--- config.mk ---
export PLATFORM = sky130hd
export DESIGN_NAME = rbg_tracker
export DESIGN_NICKNAME = d
export VERILOG_FILES = /design/src/bf_dims_pkg.sv /design/src/bf_types_pkg.sv /design/src/rbg_tracker.sv
export SDC_FILE = /design/constraint.sdc
export NUM_CORES = 1
export LEC_CHECK = 0
export ABC_AREA = 0
export BUFFER_PORTS_ARGS = -buffer_cell sky130_fd_sc_hd__buf_2
export CAP_MARGIN = 20
export CORE_MARGIN = 1.5
export CORE_UTILIZATION = 51
export DETAILED_ROUTE_END_ITERATION = 10
export GPL_TIMING_DRIVEN = 0
export PLACE_DENSITY = 0.74
export SYNTH_ARGS = -nofsm -noshare
export SYNTH_HDL_FRONTEND = slang
export SYNTH_SLANG_ARGS = --single-unit
export TNS_END_PERCENT = 1
--- constraint.sdc ---
create_clock -name i_clk -period 1.7 [get_ports i_clk]
set_input_delay 0.255 -clock i_clk [delete_from_list [all_inputs] [get_ports i_clk]]
set_output_delay 0.255 -clock i_clk [all_outputs]
set_load 0.01 [all_outputs]
--- src/bf_dims_pkg.sv ---
`default_nettype none

package bf_dims_pkg;

    // --------------------------------------------------
    // array size
    // --------------------------------------------------
    localparam int ANT_NUM    = 4;
    localparam int BEAM_NUM   = 4;
    localparam int ANT_IDX_W  = $clog2(ANT_NUM);
    localparam int BEAM_IDX_W = $clog2(BEAM_NUM);

    // --------------------------------------------------
    // datapath widths
    // --------------------------------------------------
    // one I or Q of a sample or a weight
    localparam int IQ_W      = 16;
    // beam component and rbg accumulator
    localparam int BEAM_W    = 40;
    localparam int PWR_SHIFT = 8;

    // --------------------------------------------------
    // rbg counting
    // --------------------------------------------------
    localparam int RBG_IDX_W     = 6;
    localparam int RE_CNT_W      = 8;
    localparam int RE_PER_RBG_S0 = 48;
    localparam int RE_PER_RBG_S1 = 96;
    localparam int RE_PER_RBG_S2 = 192;

    // pipeline depths
    localparam int MAC_LAT = 2;
    localparam int PWR_LAT = 3;

endpackage

`default_nettype wire

--- src/bf_types_pkg.sv ---
`default_nettype none

package bf_types_pkg;

    import bf_dims_pkg::*;

    // --------------------------------------------------
    // antenna side
    // --------------------------------------------------
    typedef struct packed {
        logic signed [IQ_W-1:0] i;
        logic signed [IQ_W-1:0] q;
    } cplx_t;

    // one re over all antennas
    typedef cplx_t [ANT_NUM-1:0] ant_vec_t;

    // single codeword entry write
    typedef struct packed {
        logic [BEAM_IDX_W-1:0] beam;
        logic [ANT_IDX_W-1:0]  ant;
        cplx_t                 w;
    } cw_wr_t;

    // --------------------------------------------------
    // beam side
    // --------------------------------------------------
    typedef struct packed {
        logic signed [BEAM_W-1:0] i;
        logic signed [BEAM_W-1:0] q;
    } beam_cplx_t;

    typedef beam_cplx_t [BEAM_NUM-1:0] beam_vec_t;

    // per-re position inside the rbg, flags only meaningful with valid
    typedef struct packed {
        logic                 valid;
        logic                 rbg_first;
        logic                 rbg_last;
        logic                 sym_end;
        logic [RBG_IDX_W-1:0] rbg_idx;
    } rbg_tag_t;

    // unsigned power per beam
    typedef logic [BEAM_W-1:0]      pwr_t;
    typedef pwr_t [BEAM_NUM-1:0]    pwr_vec_t;

    typedef struct packed {
        logic [RBG_IDX_W-1:0] rbg_idx;
        logic                 sym_end;
        pwr_vec_t             pwr;
    } rbg_power_t;

endpackage

`default_nettype wire

--- src/rbg_tracker.sv ---
`default_nettype none

module rbg_tracker
    import bf_dims_pkg::*;
    import bf_types_pkg::*;
(
    input  wire logic       i_clk,
    input  wire logic       i_reset,
    input  wire logic       i_re_vld,
    input  wire logic       i_re_sop,
    input  wire logic       i_re_eop,
    input  wire logic [1:0] i_rbg_size,
    output rbg_tag_t        o_tag
);

    logic [RE_CNT_W-1:0]  re_cnt;
    logic [RBG_IDX_W-1:0] rbg_idx;
    logic [RE_CNT_W-1:0]  last_pos;
    logic [RE_CNT_W-1:0]  re_pos;
    logic [RBG_IDX_W-1:0] cur_idx;
    logic                 rbg_full;
    rbg_tag_t             tag_now;
    rbg_tag_t             tag_dly [MAC_LAT];

    // --------------------------------------------------
    // rbg length select, size 3 falls back to 48
    // --------------------------------------------------
    always_comb begin
        case (i_rbg_size)
            2'd1:    last_pos = RE_CNT_W'(RE_PER_RBG_S1 - 1);
            2'd2:    last_pos = RE_CNT_W'(RE_PER_RBG_S2 - 1);
            default: last_pos = RE_CNT_W'(RE_PER_RBG_S0 - 1);
        endcase
    end

    // sop restarts both counts on its own re
    assign re_pos   = i_re_sop ? '0 : re_cnt;
    assign cur_idx  = i_re_sop ? '0 : rbg_idx;
    assign rbg_full = (re_pos == last_pos);

    always_comb begin
        tag_now.valid     = i_re_vld;
        tag_now.rbg_first = i_re_vld && (re_pos == '0);
        tag_now.rbg_last  = i_re_vld && (rbg_full || i_re_eop);
        tag_now.sym_end   = i_re_vld && i_re_eop;
        tag_now.rbg_idx   = cur_idx;
    end

    // --------------------------------------------------
    // counters, only valid res advance
    // --------------------------------------------------
    always_ff @(posedge i_clk) begin
        if (i_reset) begin
            re_cnt  <= '0;
            rbg_idx <= '0;
        end else if (i_re_vld) begin
            if (i_re_eop) begin
                re_cnt  <= '0;
                rbg_idx <= '0;
            end else if (rbg_full) begin
                re_cnt  <= '0;
                rbg_idx <= cur_idx + 1'b1;
            end else begin
                re_cnt  <= re_pos + 1'b1;
                rbg_idx <= cur_idx;
            end
        end
    end

    // align tag with beam output of the mac
    always_ff @(posedge i_clk) begin
        if (i_reset) begin
            for (int k = 0; k < MAC_LAT; k++) begin
                tag_dly[k] <= '0;
            end
        end else begin
            tag_dly[0] <= tag_now;
            for (int k = 1; k < MAC_LAT; k++) begin
                tag_dly[k] <= tag_dly[k-1];
            end
        end
    end

    assign o_tag = tag_dly[MAC_LAT-1];

endmodule

`default_nettype wire

# After elaboration in Yosys (flattened, before gate mapping)
# Memory sizes are Yosys's and may differ from the RTL's.
# Cells that the tools add are included.
# totals
reg_bits	14
ramBits	20
inputBits	7
out_inout_bits	10
wordCells	27
mem_count	1
# memory_table
memory	depth	width	read_ports	rd_ports_with_merged_regs	write_ports	line_no	source
tag_dly	2	10	2	0	2	rbg_tracker.sv:23	rbg_tag_t tag_dly [MAC_LAT];
# op_classes
n_addsub	2
n_eq_ne	3
mux	12
n_bitwise	2
n_reduce_logical	5
# ops
operator	n
8-bit 2-to-1 mux	3
10-bit 2-to-1 mux	2
6-bit 2-to-1 mux	3
8-bit case mux with 2 select lines	1
8-bit by 1-bit adder with 8-bit output (second input constant)	1
8-bit == test	1
8-bit logical NOT	1
6-bit by 1-bit adder with 6-bit output (second input constant)	1
1-bit logical AND	3
1-bit 2-to-1 mux	3
2-bit by 1-bit == test with 1-bit output (second input constant)	1
2-bit == test (second input constant)	1
1-bit OR	2
1-bit logical OR	1

# Logic depth before layout (Yosys ltp)
# logic_depth
ltp_word	6
mapped_depth	8
depth_no_buf	7

# Worst setup path before layout
# Ideal clock, no wire load.
# synth_timing
path_kind	input port to flip-flop
from	in i_rbg_size[1]
to	reg rbg_idx[5]
setup_time_ps	120
t_arrival_ps	1631
required_time_ps	1580
path_slack_ps	-51
cell_stages	8
path_buffers	1
path_cell_list	inv_1 > ha_1 > or3b_4 > a21oi_4 > and3_1 > buf_4 > a31oi_1 > a211o_1
# synth_between
elab_chain_cells	5
word_cells_on_any_way	6
cone_classes	3 x eq/ne; 3 x mux
# synth_lines
item	line_no	source
start, declared	rbg_tracker.sv:12	input wire logic [1:0] i_rbg_size,
2-bit == test / 2-bit by 1-bit == test with 1-bit output (equally long branches)	rbg_tracker.sv:29	case (i_rbg_size)
8-bit case mux with 2 select lines (*)	rbg_tracker.sv:29	
8-bit == test (*)	rbg_tracker.sv:39	assign rbg_full = (re_pos == last_pos);
6-bit 2-to-1 mux (*)	rbg_tracker.sv:60	end else if (rbg_full) begin
6-bit 2-to-1 mux (*)	rbg_tracker.sv:57	if (i_re_eop) begin
end signal, assigned	rbg_tracker.sv:62	rbg_idx <= cur_idx + 1'b1;
end signal, assigned	rbg_tracker.sv:65	rbg_idx <= cur_idx;
end, declared	rbg_tracker.sv:17	logic [RBG_IDX_W-1:0] rbg_idx;
# Every way passes the cells marked *; elsewhere a longest branch is shown, timed or not.
# A chain may end at the register's enable or synchronous reset.

# Worst setup path in the final report
# layout_timing
from	reg re_cnt[5]
to	reg rbg_idx[5]
# layout_between
elab_chain_cells	4
# layout_lines
item	line_no	source
start, declared	rbg_tracker.sv:16	logic [RE_CNT_W-1:0] re_cnt;
start signal, assigned	rbg_tracker.sv:64	re_cnt <= re_pos + 1'b1;
8-bit 2-to-1 mux	rbg_tracker.sv:37	assign re_pos = i_re_sop ? '0 : re_cnt;
8-bit == test	rbg_tracker.sv:39	
6-bit 2-to-1 mux	rbg_tracker.sv:60	
6-bit 2-to-1 mux	rbg_tracker.sv:57	
# Every way passes these cells.

==> results.toml <==
[status]
outcome = "complete, no violations"

[timing]
tns_ns = 0
max_freq_mhz = 608
period_minus_slack_ns = 1.64
timing.final.crit_share_pct = 96.7
skew_ns = 0.0109
setup_viol = 0
slew_viol_final = 0
slew_headroom_pct = 48.8
grt_setup_unrepaired = "yes"
hold_ws_ns = 0.183
hold_viol_final = 0
tightest_slew_ns = 0.761

[hold_path]
worstHoldStart = "i_reset"
min-delay-path-class = "in -> reg"

[worst_setup_path]
critPathLaunchType = "flip-flop"
crit_fanout = 6
required_ns = 1.93
worstReg2RegStart = "re_cnt[5]"
setup.worst_path.start = "re_cnt[5]"
cp.arrival_ns = 1.87
crit_path_end_kind = "flip-flop"
worstSetupPathType = "reg -> reg"

[floorplanning]
die_h_um = 57.5
start_util_pct = 54.4
rows = 19
design.die.area_um2 = 3300
fp.dieW_um = 57.5
io_pins = 17
coreArea_um2 = 2780

[finish]
diodes = 0
syn_to_final_growth_pct = 17.4
fin_nets = 207
layout-drive-gt1-share_pct = 28.3
final_core_util_pct = 63.8

[detailed_routing]
drc = 0
first_iter_violations = 44
drt_first_pass_iters = 4
num_vias = 1210
wl_per_cell_um = 12.3
avgViaCountPerCell = 5.28
drt-total-wl_mm = 2.82
ant_nets = 0

[synthesis]
synth_commonest_cells = "dfxtp_1 (34), nand2_1 (15), nor2b_1 (14)"
ys_seq_elements = 34
synthTopCellsByArea = "dfxtp_1 (45%), nor2b_1 (5.8%), buf_4 (5.5%)"
syn_nets = 177
synthSimpleGateAreaFrac_pct = 30.1
syn_area_per_cell_um2 = 9.06
async_reset_ff_share_pct = 0
yosysSeqAreaShare_pct = 45.0
syn_area_um2 = 1510
synth.distinct_cells = 37
yosys.area.top_type_share_pct = 45.0
synthFlopType = "dfxtp_1"
syn-instance-count = 167
synth_top_family_by_area = "simple AND/OR/NAND/NOR gates"
synthMuxAreaShare_pct = 1.32
synth_edf_count = 0
yosys.area_share.xor_xnor_pct = 3.56
synthAdderAreaFrac_pct = 2.48
synth_top_area_cell = "dfxtp_1"
yosys.cell_count.top_type = "dfxtp_1"
synth_compound_area_share_pct = 10.0
ys_warn_count = 0

[clock_tree]
clk_path_buf_depth = 2
clkTransAtPathRegs_ns = 0.11
clkLatencyLatePin_ns = 0.34
cts_root_buf = "clkbuf_4"
cts_buffers = 5
cts_sinks = 34
cts_tree = "built"
cts.htree.levels = 2
hold_buffers = 0

[global_route]
grt_max_degree = 11
use_met3_pct = 5.90
grt_use_total_pct = 18.3
grt_pass1_vias = 1055
gr-usage-met2_pct = 27.8
grt_pass1_wl_mm = 4.60
grt_antenna_before_repair = 0
gr-usage-met1_pct = 22.8
overflow = 0
top_usage_layer = "met2"

[placed_design]
port_buffers = 16
dpl.hpwl_mm = 1.98
place_congestion = 0.909

[pwr]
ir_worst_vdd_uv = 593
power_mw = 1.35
leakagePower_nw = 0.753
power.density_nw_per_um2 = 761

[run]
maxCapViolCount = 0
==> registers in the layout (all words and copies together), names as in the netlist <==
register and count:
tag_dly 20, re_cnt 8, rbg_idx 6
==> path summary, 6_finish.rpt <==
kind | slack, ns | endpoint | depth (start not counted)
worst max-delay path | 0.06 | rbg_idx[5] | 5
worst min-delay path | 0.18 | tag_dly[0][15] | 2
worst max register to register | 0.06 | rbg_idx[5] | 5
worst min register to register | 0.44 | tag_dly[0][17] | 1
==> cell usage in the layout, fill, tap and decap left out, types with 3 or more instances in the layout <==
master / instances
a31oi_1: 5
nand2_1: 15
nand2b_1: 6
buf_4: 18
nor3_1: 3
and2_1: 5
nand3_1: 9
o21ai_1: 5
dfxtp_1: 31
nor4_1: 3
nor2b_1: 13
a21oi_1: 5
nor2_1: 12
inv_1: 4
clkbuf_1: 4
buf_2: 17
clkbuf_4: 5
==> metrics by stage <==
stage	worst slack, ns	instance area, um^2	instances
after CTS	-0.00320	1720	223
after floorplan	-0.0369	1520	167
after global placement	-0.221	1640	214
final	0.0556	1780	229
after global routing	-0.0601	1780	229
after detailed placement	-0.251	1640	214
==> final cells by class <==
type	count	area, um^2
tap	31	38.8
buffer	14	91.3
timing repair buffer	24	140
clock inverter	1	5.00
inverter	4	15.0
clock buffer	7	55.1
sequential	34	687
multi-input combinational	114	743
fill	248	1010
==> worst max-delay path: stages (launching register included) <==
cell	delay, ns
dfxtp_4	0.37
or3b_4	0.39
a21oi_4	0.20
and3_4	0.26
a31oi_1	0.09
a211o_1	0.23
==> what timing repair did <==
action,in CTS,in global routing
buffers inserted,1,7
resized for setup,4,4
pin swaps,2,5
endpoints found under the hold margin,0,0
endpoints found under the setup margin,5,6
==> where the power goes <==
group | switching [mW] | internal [mW]
combinational | 0.0502 | 0.0333
sequential | 0.00461 | 0.804
clock | 0.259 | 0.200
==> kinds of logic after synthesis <==
| group | count (synthesis) |
|---|---|
| AO/OA/AOI/OAI | 23 |
| XOR/XNOR | 4 |
| adder cells (fa/ha/maj) | 3 |
| buffers and inverters | 19 |
| flip-flops | 34 |
| multiplexers | 2 |
| AND/OR/NAND/NOR | 82 |
==> metal layers <==
metal	part of all wire [%]	vias up
met2	47	29
met5	0	-
met1	46	554
li1	-	621
met3	5.1	6
met4	1.8	0
No activity file was read; power rests on OpenSTA's default activity.
