===== src/bf_dims_pkg.sv =====
`default_nettype none

package bf_dims_pkg;

    // --------------------------------------------------
    // array size
    // --------------------------------------------------
    localparam int ANT_NUM    = 4;
    localparam int BEAM_NUM   = 4;
    localparam int ANT_IDX_W  = $clog2(ANT_NUM);
    localparam int BEAM_IDX_W = $clog2(BEAM_NUM);

    // --------------------------------------------------
    // datapath widths
    // --------------------------------------------------
    // one I or Q of a sample or a weight
    localparam int IQ_W      = 16;
    // beam component and rbg accumulator
    localparam int BEAM_W    = 40;
    localparam int PWR_SHIFT = 8;

    // --------------------------------------------------
    // rbg counting
    // --------------------------------------------------
    localparam int RBG_IDX_W     = 6;
    localparam int RE_CNT_W      = 8;
    localparam int RE_PER_RBG_S0 = 48;
    localparam int RE_PER_RBG_S1 = 96;
    localparam int RE_PER_RBG_S2 = 192;

    // pipeline depths
    localparam int MAC_LAT = 2;
    localparam int PWR_LAT = 3;

endpackage

`default_nettype wire


===== src/bf_types_pkg.sv =====
`default_nettype none

package bf_types_pkg;

    import bf_dims_pkg::*;

    // --------------------------------------------------
    // antenna side
    // --------------------------------------------------
    typedef struct packed {
        logic signed [IQ_W-1:0] i;
        logic signed [IQ_W-1:0] q;
    } cplx_t;

    // one re over all antennas
    typedef cplx_t [ANT_NUM-1:0] ant_vec_t;

    // single codeword entry write
    typedef struct packed {
        logic [BEAM_IDX_W-1:0] beam;
        logic [ANT_IDX_W-1:0]  ant;
        cplx_t                 w;
    } cw_wr_t;

    // --------------------------------------------------
    // beam side
    // --------------------------------------------------
    typedef struct packed {
        logic signed [BEAM_W-1:0] i;
        logic signed [BEAM_W-1:0] q;
    } beam_cplx_t;

    typedef beam_cplx_t [BEAM_NUM-1:0] beam_vec_t;

    // per-re position inside the rbg, flags only meaningful with valid
    typedef struct packed {
        logic                 valid;
        logic                 rbg_first;
        logic                 rbg_last;
        logic                 sym_end;
        logic [RBG_IDX_W-1:0] rbg_idx;
    } rbg_tag_t;

    // unsigned power per beam
    typedef logic [BEAM_W-1:0]      pwr_t;
    typedef pwr_t [BEAM_NUM-1:0]    pwr_vec_t;

    typedef struct packed {
        logic [RBG_IDX_W-1:0] rbg_idx;
        logic                 sym_end;
        pwr_vec_t             pwr;
    } rbg_power_t;

endpackage

`default_nettype wire


===== src/rbg_power_acc.sv =====
`default_nettype none

module rbg_power_acc
    import bf_dims_pkg::*;
    import bf_types_pkg::*;
(
    input  wire logic      i_clk,
    input  wire logic      i_reset,
    input  wire beam_vec_t i_beam,
    input  wire logic      i_beam_vld,
    input  wire rbg_tag_t  i_tag,
    output rbg_power_t     o_pwr,
    output logic           o_pwr_vld
);

    logic [BEAM_W-1:0] abs_i_nxt [BEAM_NUM];
    logic [BEAM_W-1:0] abs_q_nxt [BEAM_NUM];
    logic [BEAM_W-1:0] abs_i     [BEAM_NUM];
    logic [BEAM_W-1:0] abs_q     [BEAM_NUM];
    pwr_vec_t          mag;
    pwr_vec_t          acc;
    pwr_vec_t          acc_nxt;
    rbg_tag_t          tag_s1;
    rbg_tag_t          tag_s2;

    // --------------------------------------------------
    // stage 1: >>> shift then abs
    // --------------------------------------------------
    always_comb begin : shift_abs
        logic signed [BEAM_W-1:0] sh_i;
        logic signed [BEAM_W-1:0] sh_q;
        for (int b = 0; b < BEAM_NUM; b++) begin
            sh_i = i_beam[b].i;
            sh_q = i_beam[b].q;
            // rounds toward minus infinity
            sh_i = sh_i >>> PWR_SHIFT;
            sh_q = sh_q >>> PWR_SHIFT;
            abs_i_nxt[b] = sh_i[BEAM_W-1] ? -sh_i : sh_i;
            abs_q_nxt[b] = sh_q[BEAM_W-1] ? -sh_q : sh_q;
        end
    end

    always_ff @(posedge i_clk) begin
        for (int b = 0; b < BEAM_NUM; b++) begin
            abs_i[b] <= abs_i_nxt[b];
            abs_q[b] <= abs_q_nxt[b];
        end
    end

    // --------------------------------------------------
    // stage 2: |I| + |Q|
    // --------------------------------------------------
    always_ff @(posedge i_clk) begin
        for (int b = 0; b < BEAM_NUM; b++) begin
            mag[b] <= abs_i[b] + abs_q[b];
        end
    end

    // tag rides along both stages, valid comes from the mac
    always_ff @(posedge i_clk) begin
        if (i_reset) begin
            tag_s1 <= '0;
            tag_s2 <= '0;
        end else begin
            tag_s1       <= i_tag;
            tag_s1.valid <= i_beam_vld;
            tag_s2       <= tag_s1;
        end
    end

    // --------------------------------------------------
    // stage 3: rbg accumulation
    // --------------------------------------------------
    always_comb begin
        for (int b = 0; b < BEAM_NUM; b++) begin
            acc_nxt[b] = tag_s2.rbg_first ? mag[b] : acc[b] + mag[b];
        end
    end

    // holds over gaps
    always_ff @(posedge i_clk) begin
        if (tag_s2.valid) begin
            acc <= acc_nxt;
        end
    end

    always_ff @(posedge i_clk) begin
        if (tag_s2.valid && tag_s2.rbg_last) begin
            o_pwr.rbg_idx <= tag_s2.rbg_idx;
            o_pwr.sym_end <= tag_s2.sym_end;
            o_pwr.pwr     <= acc_nxt;
        end
    end

    always_ff @(posedge i_clk) begin
        if (i_reset) begin
            o_pwr_vld <= 1'b0;
        end else begin
            o_pwr_vld <= tag_s2.valid && tag_s2.rbg_last;
        end
    end

endmodule

`default_nettype wire


===== config.mk =====
export PLATFORM = sky130hd
export DESIGN_NAME = rbg_power_acc
export DESIGN_NICKNAME = d
export VERILOG_FILES = /design/src/bf_dims_pkg.sv /design/src/bf_types_pkg.sv /design/src/rbg_power_acc.sv
export SDC_FILE = /design/constraint.sdc
export NUM_CORES = 2
export LEC_CHECK = 0
export BUFFER_PORTS_ARGS = -buffer_cell sky130_fd_sc_hd__clkbuf_2
export CAP_MARGIN = 10
export CORE_ASPECT_RATIO = 2
export CORE_MARGIN = 2
export CORE_UTILIZATION = 31
export CTS_CLUSTER_DIAMETER = 120
export DETAILED_ROUTE_END_ITERATION = 10
export GPL_ROUTABILITY_DRIVEN = 0
export PLACE_DENSITY = 0.47
export SLEW_MARGIN = 20
export SYNTH_ARGS = -nofsm -noshare
export SYNTH_HDL_FRONTEND = slang
export SYNTH_SLANG_ARGS = --single-unit

===== constraint.sdc =====
create_clock -name i_clk -period 10.08 [get_ports i_clk]
set_input_delay 0.504 -clock i_clk [delete_from_list [all_inputs] [get_ports i_clk]]
set_output_delay 0.504 -clock i_clk [all_outputs]
set_load 0.01 [all_outputs]

# --- Word-level counts from Yosys, hierarchy flattened ---
# Memories as Yosys holds them, arrays and structs flattened.
# Index checks and enable logic that the tools add are counted.
# Widths: inputs -> output; s select.
totals:
  regBits: 508
  latchBits: 0
  mem_bits_rw: 320
  mem_bits_ro: 0
  inputBits: 333
  out_inout_bits: 168
  elab_cells: 56
  mem_count: 2
classes:
  addsub: 16
  n_mul: 0
  div: 0
  magnitude_cmp: 0
  eq_ne: 0
  shift: 0
  muxes: 12
  bitwise_logic: 0
  reduce_logical: 1
memory_table:
  columns: ["name", "depth", "width", "rd", "rd_ports_with_merged_regs", "write_ports", "line", "source"]
  rows:
  - ["abs_i", 4, 40, 4, 0, 4, "rbg_power_acc.sv:18", "logic [BEAM_W-1:0] abs_i [BEAM_NUM];"]
  - ["abs_q", 4, 40, 4, 0, 4, "rbg_power_acc.sv:19", "logic [BEAM_W-1:0] abs_q [BEAM_NUM];"]
ops:
  columns: ["op", "n"]
  rows:
  - ["$mux 40", 12]
  - ["$add 40x40->40", 8]
  - ["$neg 32->40", 8]
  - ["$logic_and 1x1->1", 1]

# --- Logic depth before layout (Yosys ltp) ---
depth:
  word_depth: 2
  mapped_depth: 12
  depth_no_buf: 12

# --- Worst setup path after synthesis ---
# No wires, ideal clock.
synth_timing:
  path_type: "reg2reg"
  from: "register tag_s2[9] (netlist bit)"
  to: "register o_pwr[0] (netlist bit), enable pin"
  t_arrival_ps: 7937
  setup_slack_ps: 1595
  path_stages_with_launch: 2
  cell_sequence: "dfxtp_1 > and2_1"
synth_via:
  elab_chain_cells: 1
synth_lines:
  columns: ["item", "line", "source"]
  rows:
  - ["start: declaration", "rbg_power_acc.sv:24", "rbg_tag_t tag_s2;"]
  - ["start signal: assignment", "rbg_power_acc.sv:67", "tag_s2 <= tag_s1;"]
  - ["$logic_and 1x1->1", "rbg_power_acc.sv:88", "if (tag_s2.valid && tag_s2.rbg_last) begin"]
  - ["end: declaration", "rbg_power_acc.sv:12", "output rbg_power_t o_pwr,"]
# Every way passes these cells.
# A chain may end at the register's enable or synchronous reset.

==> impl_metrics.toml <==
[detailed_routing]
drt_iter0_drc = 1441
drt-total-wl_mm = 126
num_vias = 33027
viasPerCell = 5.02
routedWlPerCell_um = 19.2
drc = 0
ant_nets = 0
drt_pass1_iterations = 5

[hold_path]
min-delay-path-class = "primary input to flop"
whs_path_depth = 1

[final_layout]
drive_gt1_frac = 0.131
seq_area_sq_um = 19900
postLayoutCoreUtil = 0.369
nNetsFinal = 5426
synthToLayoutAreaGrowth_pct = 18.1
multi_input_area_sq_um = 22200
fillCellCount = 13758
design_area_sq_um = 50400

[cts]
cts-root-buf = "clkbuf_16"
cts.sinks = 828
cts.repair.resized = 0
cts_htree_levels = 3
cts_tree = "built"
cts_buffers = 83
cts.clk_slew.worst_paths_ps = 70
clock_path_buffers = 3
post-cts-setup-buffers = 0
insertion_delay_ps = 680

[logic_synthesis]
ys.flop_type = "dfxtp_1"
ys_seq_elements = 828
synth-edff-count = 327
ys_seq_area_frac = 0.465
synth.distinct_cells = 70
async_flop_share = 0
synth_area_sq_um = 42700
ys_warn_count = 0
syn_area_per_cell_sq_um = 10.1
syn_inst = 4219

[timing]
max_freq_ghz = 0.228
period_minus_slack_ps = 4390
hold_viol_final = 0
fin_skew_ps = 40.2
worstMarginPinSlew_ps = 1050
period_share = 0.435
timing.setup.tns_ps = 0
rsz0062_at_grt = "no"
finalSetupViolations = 0
slew-limit-headroom = 0.299
slew_viol_final = 0

[placement]
detailed_place_hpwl_mm = 98.2
portBuffers = 435
dpl_cell_area_sq_um = 47000

[setup_path]
cp.depth = 12
required_ps = 10490
crit_path_end_kind = "flop"
path_max_fanout = 5
critical_path_buf_inv_count = 1
startpoint_type = "flop"
cpLargestDelayFamily = "compound AO/OA/AOI/OAI gates"
timing.reg2reg.worst_path_depth = 12
path_class = "flop to flop"
slowest_delay_ps = 680
cp_slowest_cell = "o31ai_1"
critPathArrivalTime_ps = 4800
crit_chain = "ha_1 > inv_1 > fa_1 > nand2b_1 > a21oi_1 > o2111ai_1 > a31oi_1 > a221o_1 > a31oi_1 > o31ai_1 > a21oi_1 > o221a_2"

[power]
vdd.ir_drop.worst_mv = 0.119
p_per_area_nw_per_um2 = 252
power_mw = 12.7
leakagePower_nw = 20.5

[global_routing]
grt_antenna_before_repair = 14
grt_use_total = 0.177
grt_max_degree = 153
grt_pass1_vias = 34610
grt-ovfl-total = 0
grt_pass1_wl_mm = 193

[run_status]
status = "finished clean"

[floorplanning]
fp.dieArea_sq_um = 141000
io_pins = 501
die_h_um = 529
start_util = 0.312
die_w_um = 266
core_area_sq_um = 137000
rows = 192

[run]
cap_violations = 0
[registers in the layout, summed over array words and instances (netlist names)]
signal     flops
o_pwr_vld      1
tag_s2        10
tag_s1        10
mag          160
o_pwr        167
abs_i        160
abs_q        160
acc          160
[worst paths after layout]
path                                    end      start  slack (ps)
worst max-delay path               acc[150]   mag[120]        5690
worst min-delay path            abs_q[0][0]  i_beam[8]          40
worst max register to register     acc[150]   mag[120]        5690
worst min register to register   o_pwr[162]  tag_s2[1]         400
[worst register-to-register path: stages (launching register included)]
cell	delay (ps)
dfxtp_1	340
ha_1	210
inv_1	70
fa_1	390
nand2b_1	190
a21oi_1	380
o2111ai_1	300
a31oi_1	470
a221o_1	400
a31oi_1	250
o31ai_1	680
a21oi_1	160
o221a_2	290
[kinds of logic after synthesis]
family	after synthesis	synth area share
AO/OA/AOI/OAI	1260	0.188
XOR/XNOR	500	0.103
adder cells (fa/ha/maj)	328	0.0976
buffers and inverters	219	0.0193
flip-flops	828	0.465
multiplexers	18	0.00452
other	1	0.0000879
AND/OR/NAND/NOR	1065	0.123
[repair_timing]
item	in CTS	in global routing
hold buffers	60	0
hold endpoints to repair	64	0
endpoints found under the setup margin	0	0
[metal layers]
layer	global-route usage	wire length, um
met2	0.350	68400
met3	0.0428	7930
met4	0.0701	4710
met1	0.171	45200
met5	0	119
[metrics by stage]
| stage | worst slack (ps) | std cells | hold slack, ps |
|---|---|---|---|
| after CTS | 5560 | 6582 | 0.0410 |
| after global placement | 5430 | 6366 | 387 |
| after global routing | 5440 | 6583 | 13.2 |
| final | 5690 | 6584 | 36.0 |
| after floorplan | 1600 | 4282 | 386 |
| after detailed placement | 5610 | 6366 | 390 |
[final cells by class]
class | instances | share of cell area
well taps | 1746 | 0.0434
clock buffers | 121 | 0.0484
diodes | 2 | 0.0000993
repair buffers | 510 | 0.0576
clock inverters | 35 | 0.00700
inverters | 107 | 0.00797
multi-input cells | 3235 | 0.441
flip-flops and latches | 828 | 0.394
[where the power goes]
part | leakage, nW | internal (mW) | switching [mW] | total [mW]
registers | 7.21 | 4.35 | 0.249 | 4.60
logic | 11.9 | 1.91 | 2.94 | 4.85
clock network | 1.37 | 1.82 | 1.41 | 3.23
total | 20.5 | 8.08 | 4.59 | 12.7
[cells in the final DEF, fill, tap and decap left out, types with 65 or more instances in the layout]
cell type  count
a21o_1       179
a21oi_1      286
clkbuf_16     89
clkbuf_2     435
dfxtp_1      499
edfxtp_1     327
ha_1         320
inv_1        106
nand2_1      391
nand3_1       65
nor2_1       183
o21ai_0      364
o31ai_1       83
xnor2_1      389
xor2_1       111
[Yosys cell counts (all sizes together), types with 10 or more instances]
cell       n  area, sq um
nor3      58          290
nor4      18          128
o21a      29          218
o21ai    364         1820
o31ai     84          644
a21boi    11         82.6
a221oi    14          123
mux2      10          113
inv      107          402
or2       15         93.8
xor2     111          972
a211oi    44          330
nor2b     52          325
clkbuf   106          398
nand2b    59          372
a21o     179         1340
o31a      11         96.3
o211ai    25          188
nand3     65          325
xnor2    389         3410
or4       49          387
o21bai    47          353
a2111oi   10         87.6
and3      32          200
nand4     51          319
ha       320         4000
nor2     183          687
o41ai     37          324
or3       49          317
a31oi     38          238
a21oi    286         1430
nand2    391         1470
dfxtp    501        10000
and2      17          106
edfxtp   327         9820
Note: power is estimated with default switching activity, not from simulation.
